File: src/source/exu_pkg.sv
package exu_pkg;

  localparam int xlen      = 64;
  localparam int reg_idx_w = 5;
  localparam int op_w      = 5;
  localparam int mem_words = 256;
  localparam int mem_idx_w = 8;

  // local operation codes, one per supported instruction
  typedef enum logic [op_w-1:0] {
    op_add,
    op_sub,
    op_addw,
    op_sllw,
    op_addi,
    op_sltiu,
    op_srai,
    op_slli,
    op_lui,
    op_auipc,
    op_jal,
    op_jalr,
    op_beq,
    op_bne,
    op_ld,
    op_lw,
    op_lbu,
    op_sd,
    op_sh
  } op_t;

  // alu function select
  typedef enum logic [2:0] {
    mode_add,
    mode_sub,
    mode_sltu,
    mode_sra,
    mode_sll
  } alu_mode_t;

  // one memory word, seen as bytes or as 32-bit halves
  typedef union packed {
    logic [7:0][7:0]  bytes;
    logic [1:0][31:0] words;
  } mem_word_u;

endpackage

File: src/source/exu_commit.sv
module exu_commit (
  input  logic                          stage_valid,
  input  exu_pkg::op_t                  stage_op,
  input  logic [exu_pkg::reg_idx_w-1:0] stage_rd,
  input  logic [exu_pkg::xlen-1:0]      stage_pc,
  input  logic [exu_pkg::xlen-1:0]      stage_imm,
  input  logic [exu_pkg::xlen-1:0]      alu_result,
  input  logic [exu_pkg::xlen-1:0]      load_data,
  input  logic                          out_ready,
  output logic                          out_valid,
  output logic [exu_pkg::xlen-1:0]      out_pc,
  output logic [exu_pkg::xlen-1:0]      out_dnpc,
  output logic                          out_wen,
  output logic [exu_pkg::reg_idx_w-1:0] out_rd,
  output logic [exu_pkg::xlen-1:0]      out_wdata,
  output logic                          retire,
  output logic                          rf_wen,
  output logic [exu_pkg::reg_idx_w-1:0] rf_waddr,
  output logic [exu_pkg::xlen-1:0]      rf_wdata
);

  logic [exu_pkg::xlen-1:0] snpc;
  logic [exu_pkg::xlen-1:0] taken_pc;
  logic                     writes;

  assign snpc     = stage_pc + 64'd4;
  assign taken_pc = stage_pc + stage_imm;

  always_comb begin
    writes    = 1'b1;
    out_wdata = alu_result;
    out_dnpc  = snpc;
    case (stage_op)
      exu_pkg::op_lui: out_wdata = stage_imm;
      exu_pkg::op_jal: begin
        out_wdata = snpc;
        out_dnpc  = alu_result;
      end
      exu_pkg::op_jalr: begin
        out_wdata = snpc;
        out_dnpc  = {alu_result[exu_pkg::xlen-1:1], 1'b0};
      end
      exu_pkg::op_ld, exu_pkg::op_lw, exu_pkg::op_lbu: out_wdata = load_data;
      exu_pkg::op_sd, exu_pkg::op_sh: writes = 1'b0;
      // alu holds src1 - src2 here
      exu_pkg::op_beq: begin
        writes   = 1'b0;
        out_dnpc = (alu_result == '0) ? taken_pc : snpc;
      end
      exu_pkg::op_bne: begin
        writes   = 1'b0;
        out_dnpc = (alu_result != '0) ? taken_pc : snpc;
      end
      default: ;
    endcase
  end

  assign out_valid = stage_valid;
  assign out_pc    = stage_pc;
  assign out_rd    = stage_rd;
  assign out_wen   = writes && (stage_rd != '0);

  assign retire   = stage_valid && out_ready;
  assign rf_wen   = retire && out_wen;
  assign rf_waddr = stage_rd;
  assign rf_wdata = out_wdata;

endmodule

File: config.mk
export PLATFORM = sky130hd
export DESIGN_NAME = exu_commit
export DESIGN_NICKNAME = d
export VERILOG_FILES = /design/src/source/exu_pkg.sv /design/src/source/exu_commit.sv
export SDC_FILE = /design/constraint.sdc
export NUM_CORES = 1
export LEC_CHECK = 0
export ABC_CLOCK_PERIOD_IN_PS = 6200
export BUFFER_PORTS_ARGS = -buffer_cell sky130_fd_sc_hd__buf_2
export CORE_AREA = 4 4 207 209
export DETAILED_ROUTE_END_ITERATION = 10
export DIE_AREA = 0 0 211 213
export PLACE_DENSITY = 0.52
export REMOVE_ABC_BUFFERS = 1
export SKIP_LAST_GASP = 1
export SLEW_MARGIN = 20
export SYNTH_ARGS = -nofsm -noshare
export SYNTH_HDL_FRONTEND = slang
export SYNTH_SLANG_ARGS = --single-unit
File: constraint.sdc
create_clock -name vclk -period 6.2
set_input_delay 0.62 -clock vclk [all_inputs]
set_output_delay 0.62 -clock vclk [all_outputs]
set_load 0.01 [all_outputs]
==> qor.txt <==
Status: finished clean
RSZ-0062 raised after global routing: false
Post-CTS Setup Inserts: 0
Vias after detailed routing: 12,100
Syn Inst Count: 1,381
Sequential cell count: 0
Crit path buffers/inverters: 3
Period Utilization, post-route: 80.2%
Syn Std Cell Area: 8880 sq um
Final hold violations: 0
Fin Setup TNS: 0 ps
Maxcap violations: 0
Final Setup Violations: 0
Die area: 44,900 sq um
CP max-delay cell: o41a_4
Critical Path End Type: output port
Die X: 211 um
Kind of critical path: in -> out
WL/cell: 24.3 um
First-pass GRT wire length: 77,500 um
Post-synthesis sequential area ratio: 0%
Nets@finish: 2,043
Clk_buf instances: 0
Share of post-route cells with drive strength above 1: 34.5%
Number of routed nets with antenna violations: 0
Slew Viols, Final: 0
DIE HEIGHT: 213 um
Pre-Repair DR Iteration Count: 5
Arrival @ worst endpoint: 4350 ps
CP required: 5580 ps
Placer Congestion: 0.937
Port Buf Inserts: 538
Tmin final: 4970 ps
# IOs: 538
1st-iter DRT viols: 916
Worst path cell trace: buf_2, ha_1, inv_1, fa_1, and2b_1, o2111ai_2, a32oi_2, a31oi_1, o41a_4, o31ai_4, a21o_2, nor4b_4, mux2_1, o21ai_1, buf_2
Filler Cells Inserted: 4,682
Startpoint types: input port
Post-synthesis area per instance: 6.43 sq um
All-Layer GR Usage: 22.3%
Fmax: 201 MHz
Vias in the first global route: 11,700
Hold crit path type: in -> out
FF/Latch Area: 0 sq um
Slew HR: 30.2%
Rows: 74
Cts repair resizes: 0
Crit Path Max Fanout: 4
Synth cell types: 71
Ys Warns: 0
Initial antenna violation count: 3
P&R area growth vs syn: 24.5%
DRT Wirelength: 54,500 um
Critical path's top delay family: compound AO/OA/AOI/OAI gates
DRC Markers: 0
Slew at the pin closest to its max-slew limit: 1050 ps
Area occupied by multi-input gates: 7430 sq um
Critical path's most frequent cell: buf_2
Vias/cell: 5.39
Initial Util: 21.8%
Largest net degree at the start of global routing: 90
Hold buffer count at CTS: 0
Core ar.: 40,800 sq um
Most frequent cells in the layout: buf_2 (538), nor2_1 (148), nand2_1 (137)
Commonest non-fill, non-tap cell in the layout: buf_2
Grt ovf: 0
Slowest cell delay on critical path: 550 ps
Final HPWL DP: 45,600 um
==> cell families after synthesis <==
group / Yosys count / synth area share, %
AO/OA/AOI/OAI: 463 / 36.7
adder cells (fa/ha/maj): 65 / 9.24
AND/OR/NAND/NOR: 476 / 25.2
buffers and inverters: 257 / 16.8
XOR/XNOR: 111 / 10.9
multiplexers: 9 / 1.07
==> worst paths after layout <==
check	from	to	slack, ps	cells after the start
hold / removal	stage_rd[4]	out_rd[4]	1450	2
setup / recovery	stage_pc[0]	out_dnpc[40]	1230	15
==> layer usage <==
| layer | track usage (%) | vias to the layer above | routed length, um |
|---|---|---|---|
| met5 | 0 | - | 12 |
| met4 | 3.78 | 2 | 1040 |
| met2 | 40.3 | 600 | 26900 |
| met1 | 29.6 | 5738 | 23400 |
| li1 | - | 5686 | - |
| met3 | 1.62 | 48 | 3090 |
==> final cells by class <==
cell class                 instances  share of cell area (%)
multi-input combinational       1124                    67.2
inverter                          25                   0.849
tap                              532                    6.02
timing repair buffer             559                    25.9
antenna                            2                  0.0453
==> metrics by stage <==
step	instances	util (%)	setup slack [ps]	instance area [sq um]	hold WS (ps)
after floorplan	1149	-	582	7480	1240
after global placement	2240	27.1	1220	11100	1450
after detailed placement	2240	27.1	1230	11100	1460
after CTS	2240	27.1	1190	11100	1460
after global routing	2241	27.1	963	11100	1470
final	2242	27.1	1230	11100	1450
==> cells in the mapped netlist, types with 5 or more instances <==
library cell	n	share of area (%)
o21a_1	11	0.93
o221ai_1	32	3.2
o21ai_0	72	4.1
buf_1	7	0.30
a21oi_1	129	7.3
a31oi_1	9	0.63
and2_1	11	0.77
a21o_1	37	3.1
ha_1	64	9.0
mux2i_1	5	0.56
o31ai_1	5	0.42
nand3_1	39	2.2
o2111ai_1	5	0.49
a22oi_1	10	0.85
a222oi_1	32	3.6
xor2_1	53	5.2
nand4_1	32	2.3
a221o_1	14	1.6
nor3_1	18	1.0
nor2b_1	10	0.70
nand2b_1	9	0.63
xnor2_1	58	5.7
o21bai_1	17	1.4
o21ai_1	6	0.34
buf_4	139	12
o31a_1	6	0.59
or2_2	5	0.35
or3_1	5	0.35
nand2_1	139	5.9
nor2_1	150	6.3
o211ai_1	9	0.76
buf_2	6	0.34
clkbuf_1	78	3.3
a221oi_1	37	3.6
and3_1	22	1.5
inv_1	25	1.1
nor4_1	19	1.3
