## src/source/exu_pkg.sv

```systemverilog
package exu_pkg;

  localparam int xlen      = 64;
  localparam int reg_idx_w = 5;
  localparam int op_w      = 5;
  localparam int mem_words = 256;
  localparam int mem_idx_w = 8;

  // local operation codes, one per supported instruction
  typedef enum logic [op_w-1:0] {
    op_add,
    op_sub,
    op_addw,
    op_sllw,
    op_addi,
    op_sltiu,
    op_srai,
    op_slli,
    op_lui,
    op_auipc,
    op_jal,
    op_jalr,
    op_beq,
    op_bne,
    op_ld,
    op_lw,
    op_lbu,
    op_sd,
    op_sh
  } op_t;

  // alu function select
  typedef enum logic [2:0] {
    mode_add,
    mode_sub,
    mode_sltu,
    mode_sra,
    mode_sll
  } alu_mode_t;

  // one memory word, seen as bytes or as 32-bit halves
  typedef union packed {
    logic [7:0][7:0]  bytes;
    logic [1:0][31:0] words;
  } mem_word_u;

endpackage

```

## src/source/exu_issue.sv

```systemverilog
module exu_issue (
  input  logic                          clk,
  input  logic                          rst,
  input  logic                          in_valid,
  output logic                          in_ready,
  input  exu_pkg::op_t                  in_op,
  input  logic [exu_pkg::reg_idx_w-1:0] in_rd,
  input  logic [exu_pkg::reg_idx_w-1:0] in_rs1,
  input  logic [exu_pkg::reg_idx_w-1:0] in_rs2,
  input  logic [exu_pkg::xlen-1:0]      in_imm,
  input  logic [exu_pkg::xlen-1:0]      in_pc,
  input  logic                          retire,
  input  logic [exu_pkg::xlen-1:0]      rf_rdata1,
  input  logic [exu_pkg::xlen-1:0]      rf_rdata2,
  input  logic                          rf_wen,
  input  logic [exu_pkg::reg_idx_w-1:0] rf_waddr,
  input  logic [exu_pkg::xlen-1:0]      rf_wdata,
  output logic [exu_pkg::reg_idx_w-1:0] rs1_addr,
  output logic [exu_pkg::reg_idx_w-1:0] rs2_addr,
  output logic                          stage_valid,
  output exu_pkg::op_t                  stage_op,
  output logic [exu_pkg::reg_idx_w-1:0] stage_rd,
  output logic [exu_pkg::xlen-1:0]      stage_pc,
  output logic [exu_pkg::xlen-1:0]      stage_imm,
  output logic [exu_pkg::xlen-1:0]      stage_src1,
  output logic [exu_pkg::xlen-1:0]      stage_src2,
  output logic [exu_pkg::xlen-1:0]      alu_a,
  output logic [exu_pkg::xlen-1:0]      alu_b,
  output exu_pkg::alu_mode_t            alu_mode,
  output logic                          alu_word
);

  logic                     accept;
  logic [exu_pkg::xlen-1:0] src1;
  logic [exu_pkg::xlen-1:0] src2;
  logic [exu_pkg::xlen-1:0] op_a;
  logic [exu_pkg::xlen-1:0] op_b;
  exu_pkg::alu_mode_t       mode;
  logic                     word;

  assign in_ready = !stage_valid || retire;
  assign accept   = in_valid && in_ready;

  assign rs1_addr = in_rs1;
  assign rs2_addr = in_rs2;

  // forward the value being written back this cycle
  assign src1 = (rf_wen && rf_waddr == in_rs1) ? rf_wdata : rf_rdata1;
  assign src2 = (rf_wen && rf_waddr == in_rs2) ? rf_wdata : rf_rdata2;

  always_comb begin
    op_a = src1;
    op_b = in_imm;
    mode = exu_pkg::mode_add;
    word = 1'b0;
    case (in_op)
      exu_pkg::op_add: op_b = src2;
      exu_pkg::op_sub: begin
        op_b = src2;
        mode = exu_pkg::mode_sub;
      end
      exu_pkg::op_addw: begin
        op_b = src2;
        word = 1'b1;
      end
      exu_pkg::op_sllw: begin
        op_b = {{(exu_pkg::xlen-5){1'b0}}, src2[4:0]};
        mode = exu_pkg::mode_sll;
        word = 1'b1;
      end
      exu_pkg::op_sltiu: mode = exu_pkg::mode_sltu;
      exu_pkg::op_srai:  mode = exu_pkg::mode_sra;
      exu_pkg::op_slli:  mode = exu_pkg::mode_sll;
      exu_pkg::op_auipc, exu_pkg::op_jal: op_a = in_pc;
      // branches compare through the difference
      exu_pkg::op_beq, exu_pkg::op_bne: begin
        op_b = src2;
        mode = exu_pkg::mode_sub;
      end
      default: ;
    endcase
  end

  always_ff @(posedge clk) begin
    if (rst) begin
      stage_valid <= 1'b0;
    end else if (accept) begin
      stage_valid <= 1'b1;
    end else if (retire) begin
      stage_valid <= 1'b0;
    end
  end

  always_ff @(posedge clk) begin
    if (accept) begin
      stage_op   <= in_op;
      stage_rd   <= in_rd;
      stage_pc   <= in_pc;
      stage_imm  <= in_imm;
      stage_src1 <= src1;
      stage_src2 <= src2;
      alu_a      <= op_a;
      alu_b      <= op_b;
      alu_mode   <= mode;
      alu_word   <= word;
    end
  end

endmodule

```

## config.mk

```make
export PLATFORM = sky130hd
export DESIGN_NAME = exu_issue
export DESIGN_NICKNAME = d
export VERILOG_FILES = /design/src/source/exu_pkg.sv /design/src/source/exu_issue.sv
export SDC_FILE = /design/constraint.sdc
export NUM_CORES = 1
export LEC_CHECK = 0
export BUFFER_PORTS_ARGS = -buffer_cell sky130_fd_sc_hd__buf_2
export CORE_AREA = 2 2 299 301
export DETAILED_ROUTE_END_ITERATION = 12
export DIE_AREA = 0 0 301 303
export GPL_TIMING_DRIVEN = 0
export MAX_ROUTING_LAYER = met4
export PLACE_DENSITY = 0.37
export SLEW_MARGIN = 25
export SYNTH_ARGS = -nofsm -noshare
export SYNTH_HDL_FRONTEND = slang
export SYNTH_SLANG_ARGS = --single-unit
```

## constraint.sdc

```tcl
create_clock -name clk -period 20.7 [get_ports clk]
set_input_delay 3.105 -clock clk [delete_from_list [all_inputs] [get_ports clk]]
set_output_delay 3.105 -clock clk [all_outputs]
set_load 0.005 [all_outputs]
```

==> flow_summary_export.csv <==
group,metric,value,unit
run_status,status,"finished, final reports clean",
critical_path,cp-start-kind,"input pin",
timing,min_period_over_period,32.0,%
critical_path,end_kind,"output pin",
timing,finalHoldViolCount,0,
power_and_ir_drop,static-leakage-power,9.56,nW
route,drt-wirelength-per-cell,26.7,um
layout,fin_nets,2360,
power_and_ir_drop,peakVddDrop,0.0508,mV
power_and_ir_drop,seqPwrFrac,45.3,%
timing,setup_viol,0,
global_routing,grt_antenna_before_repair,21,
clock_network,cts_buffers,51,
worst_hold_path,holdPathEnd,"stage_valid$_SDFFE_PP0P_",
global_routing,grt_pass1_wl,115000,um
route,dr_total_vias,14100,
critical_path,rr_endpoint,"alu_b[11]$_DFFE_PP_",
clock_network,clk_path_buf_depth,3,
floorplanning,boundaryPins,760,
timing,rsz0062_at_grt,"no",
critical_path,critPathMaxFanout,3,
layout,num-fill-cells,9353,
timing,drv_slew,0,
timing,post-route-min-period,6.62,ns
timing,relSlewSlack,36.9,%
floorplanning,coreArea,0.0880,sq mm
power_and_ir_drop,internal_power,0.00159,W
logic_synthesis,yosysSeqAreaShare,69.8,%
power_and_ir_drop,pwr-share-clk,42.5,%
global_routing,grt_max_degree,52,
layout,final_layout_size_suffix_gt1_share,51.6,%
route,via_per_inst,4.36,
clock_network,htreeDepth,2,
timing,fin_ws,14.08,ns
worst_hold_path,hp-class,"reg -> reg",
logic_synthesis,syn_inst,1184,
placed_design,port_buffers,759,
logic_synthesis,async_flop_share,0,%
route,drtAntennaViolNets,0,
logic_synthesis,ys_ff_latch,399,
timing,skew,0.0188,ns
logic_synthesis,synth_edf_count,398,
critical_path,reg2reg_from,"stage_valid$_SDFFE_PP0P_",
route,post-route-drc-count,0,
global_routing,overflow,0,
logic_synthesis,synth_nets,1534,
placed_design,dp_worst_setup_slack,14.08,ns
critical_path,worstSetupStartpoint,"retire",
timing,timing.fmax,0.151,GHz
layout,syn2layout_area_growth,42.3,%
floorplanning,num_rows,109,
placed_design,dp_hpwl,67200,um
clock_network,cts-resized-gates,0,
power_and_ir_drop,switching_power,0.000540,W
power_and_ir_drop,p_comb_share,12.2,%
power_and_ir_drop,total_power,0.00213,W
global_routing,grt_pass1_vias,14500,
logic_synthesis,ys_types,32,
clock_network,cts_sinks,399,
placed_design,place_area,0.0227,sq mm
logic_synthesis,avgSynthCellArea,14.5,sq um
route,initialDrtViolationCount,923,
logic_synthesis,yosysWarnings,0,
route,routed_wl,86300,um
critical_path,arrival,3.52,ns
power_and_ir_drop,power_density,87.5,mW/mm^2
global_routing,track_usage,18.5,%
power_and_ir_drop,p_sw_share,25.3,%
critical_path,r2r_slack,18.36,ns
placed_design,gp_congestion,0.837,
logic_synthesis,syn_area,0.0171,sq mm
job,maxCapViolations,0,
floorplanning,die_w,301,um
critical_path,required,17.59,ns
layout,final_design_area_no_fill,0.0244,sq mm
floorplanning,die_y,303,um
logic_synthesis,synth_area_leader_cell,"edfxtp_1",
clock_network,cts_setup_buffers,0,
logic_synthesis,synth-main-ff-cell,"edfxtp_1",
clock_network,hold_buffers,0,
timing,worst_pin_slew,0.943,ns
clock_network,clk_pin_slew,0.05,ns
floorplanning,dieArea,0.0912,sq mm
floorplanning,start_util,19.5,%
clock_network,insertion_delay,0.61,ns
logic_synthesis,synth_top_area_share,69.7,%
logic_synthesis,synthTopCellsByArea,"edfxtp_1 (70%), mux2_2 (8.5%), o211ai_1 (8.1%)",
clock_network,cts_tree,"built",
critical_path,path_class,"in -> out",
worst_hold_path,hold_depth,2,
critical_path,rr_worst_depth,5,
route,dr.pass1.iters,5,
clock_network,clock_tree.root_cell,"clkbuf_16",
timing,tns,0,ns
worst_hold_path,worstHoldStart,"stage_valid$_SDFFE_PP0P_",
[cell families (layout without fill, tap and decap cells)]
family                    count (synthesis)  count (layout)  share of synthesized area, %
buffers and inverters                   106             971                          3.49
other                                     0              17                             0
xor gates and xnor gates                 11              11                         0.562
muxes                                   129             129                          8.47
and+or+nand+nor                         341             341                          8.76
DFF                                     399             399                          69.8
AOI/OAI and AO/OA                       198             198                          8.91
[flip-flops by register name, summed over array words and instances (netlist names)]
| signal | count |
|---|---|
| alu_a | 64 |
| alu_b | 64 |
| stage_imm | 64 |
| stage_pc | 64 |
| stage_src1 | 64 |
| stage_src2 | 64 |
| stage_op | 5 |
| stage_rd | 5 |
| alu_mode | 3 |
| alu_word | 1 |
| stage_valid | 1 |
[metrics by stage]
stage,cells,util (%),hold WS [ns]
final,3231,27.7,0.540
after detailed placement,3122,25.8,0.522
after CTS,3214,27.7,0.532
after global routing,3224,27.7,0.583
after floorplan,1184,-,0.522
after global placement,3108,25.5,0.504
[layout make-up]
cell class	instances	area [sq um]	share of cell area (%)
Antenna cell	17	42.5	0.174
Buffer	105	597	2.45
Clock buffer	63	1320	5.41
Clock inverter	29	333	1.36
Inverter	1	3.75	0.0154
Multi-Input combinational cell	679	4590	18.8
Sequential cell	399	12000	49.1
Tap cell	1165	1460	5.97
Timing Repair Buffer	773	4080	16.7
[worst max-delay path, stage by stage]
cell	delay, ns
buf_2	0.10
nand2b_1	0.17
buf_2	0.15
[synthesized netlist by cell type, types with 2 or more instances]
| cell type | number |
|---|---|
| edfxtp_1 | 398 |
| nand2_1 | 258 |
| o211ai_1 | 185 |
| mux2_2 | 129 |
| nand4_1 | 65 |
| clkbuf_1 | 35 |
| buf_2 | 34 |
| buf_4 | 14 |
| buf_6 | 14 |
| buf_1 | 8 |
| o211ai_2 | 7 |
| xnor2_1 | 7 |
| xor2_1 | 4 |
| and2_1 | 3 |
| a21oi_1 | 2 |
| nand2b_1 | 2 |
| nor2_1 | 2 |
| nor3b_1 | 2 |
| or2_2 | 2 |
[cells in the final DEF (no fill, tap or decap), types with 2 or more instances in the layout]
master and n:
and2_1 2, clkinv_1 5, nor3b_1 2, o211ai_2 7, buf_4 15, buf_1 8
clkbuf_2 2, nor2_1 2, clkinv_2 12, a21oi_1 2, clkbuf_16 51, clkinv_4 2
bufinv_16 7, clkbuf_1 45, inv_6 3, edfxtp_1 398, buf_16 5, nand4_1 65
o211ai_1 185, buf_2 793, buf_6 16, xnor2_1 7, xor2_1 4, diode_2 17
nand2b_1 2, nand2_1 258, mux2_2 129, buf_12 5, or2_2 2
[power by group through the flow]
stage	sequential [W]	combinational, W	clock, W
floorplan	0.00101	0.0000816	0
global placement	0.00101	0.000255	0
detailed placement	0.000984	0.000264	0
CTS	0.000968	0.000265	0.000931
global route	0.000972	0.000280	0.000959
finish	0.000967	0.000260	0.000908
[per-layer routing]
layer | GRT usage, % | vias to the layer above | routed length (um)
li1 | - | 6287 | -
met3 | 4.01 | 82 | 5930
met1 | 22.5 | 7141 | 34800
met2 | 31.4 | 586 | 43900
met4 | 4.28 | 0 | 1600
met5 | - | - | 0
[how the worst max path moves through the flow]
stage,to,slack [ns],cells after the start
after floorplan,alu_a[0]$_DFFE_PP_,7.60,2
after global placement,alu_b[11]$_DFFE_PP_,2.79,3
after detailed placement,in_ready,14.08,3
after CTS,in_ready,14.08,3
after global routing,in_ready,14.05,3
final,in_ready,14.08,3
(Power assumes the default switching activity.)
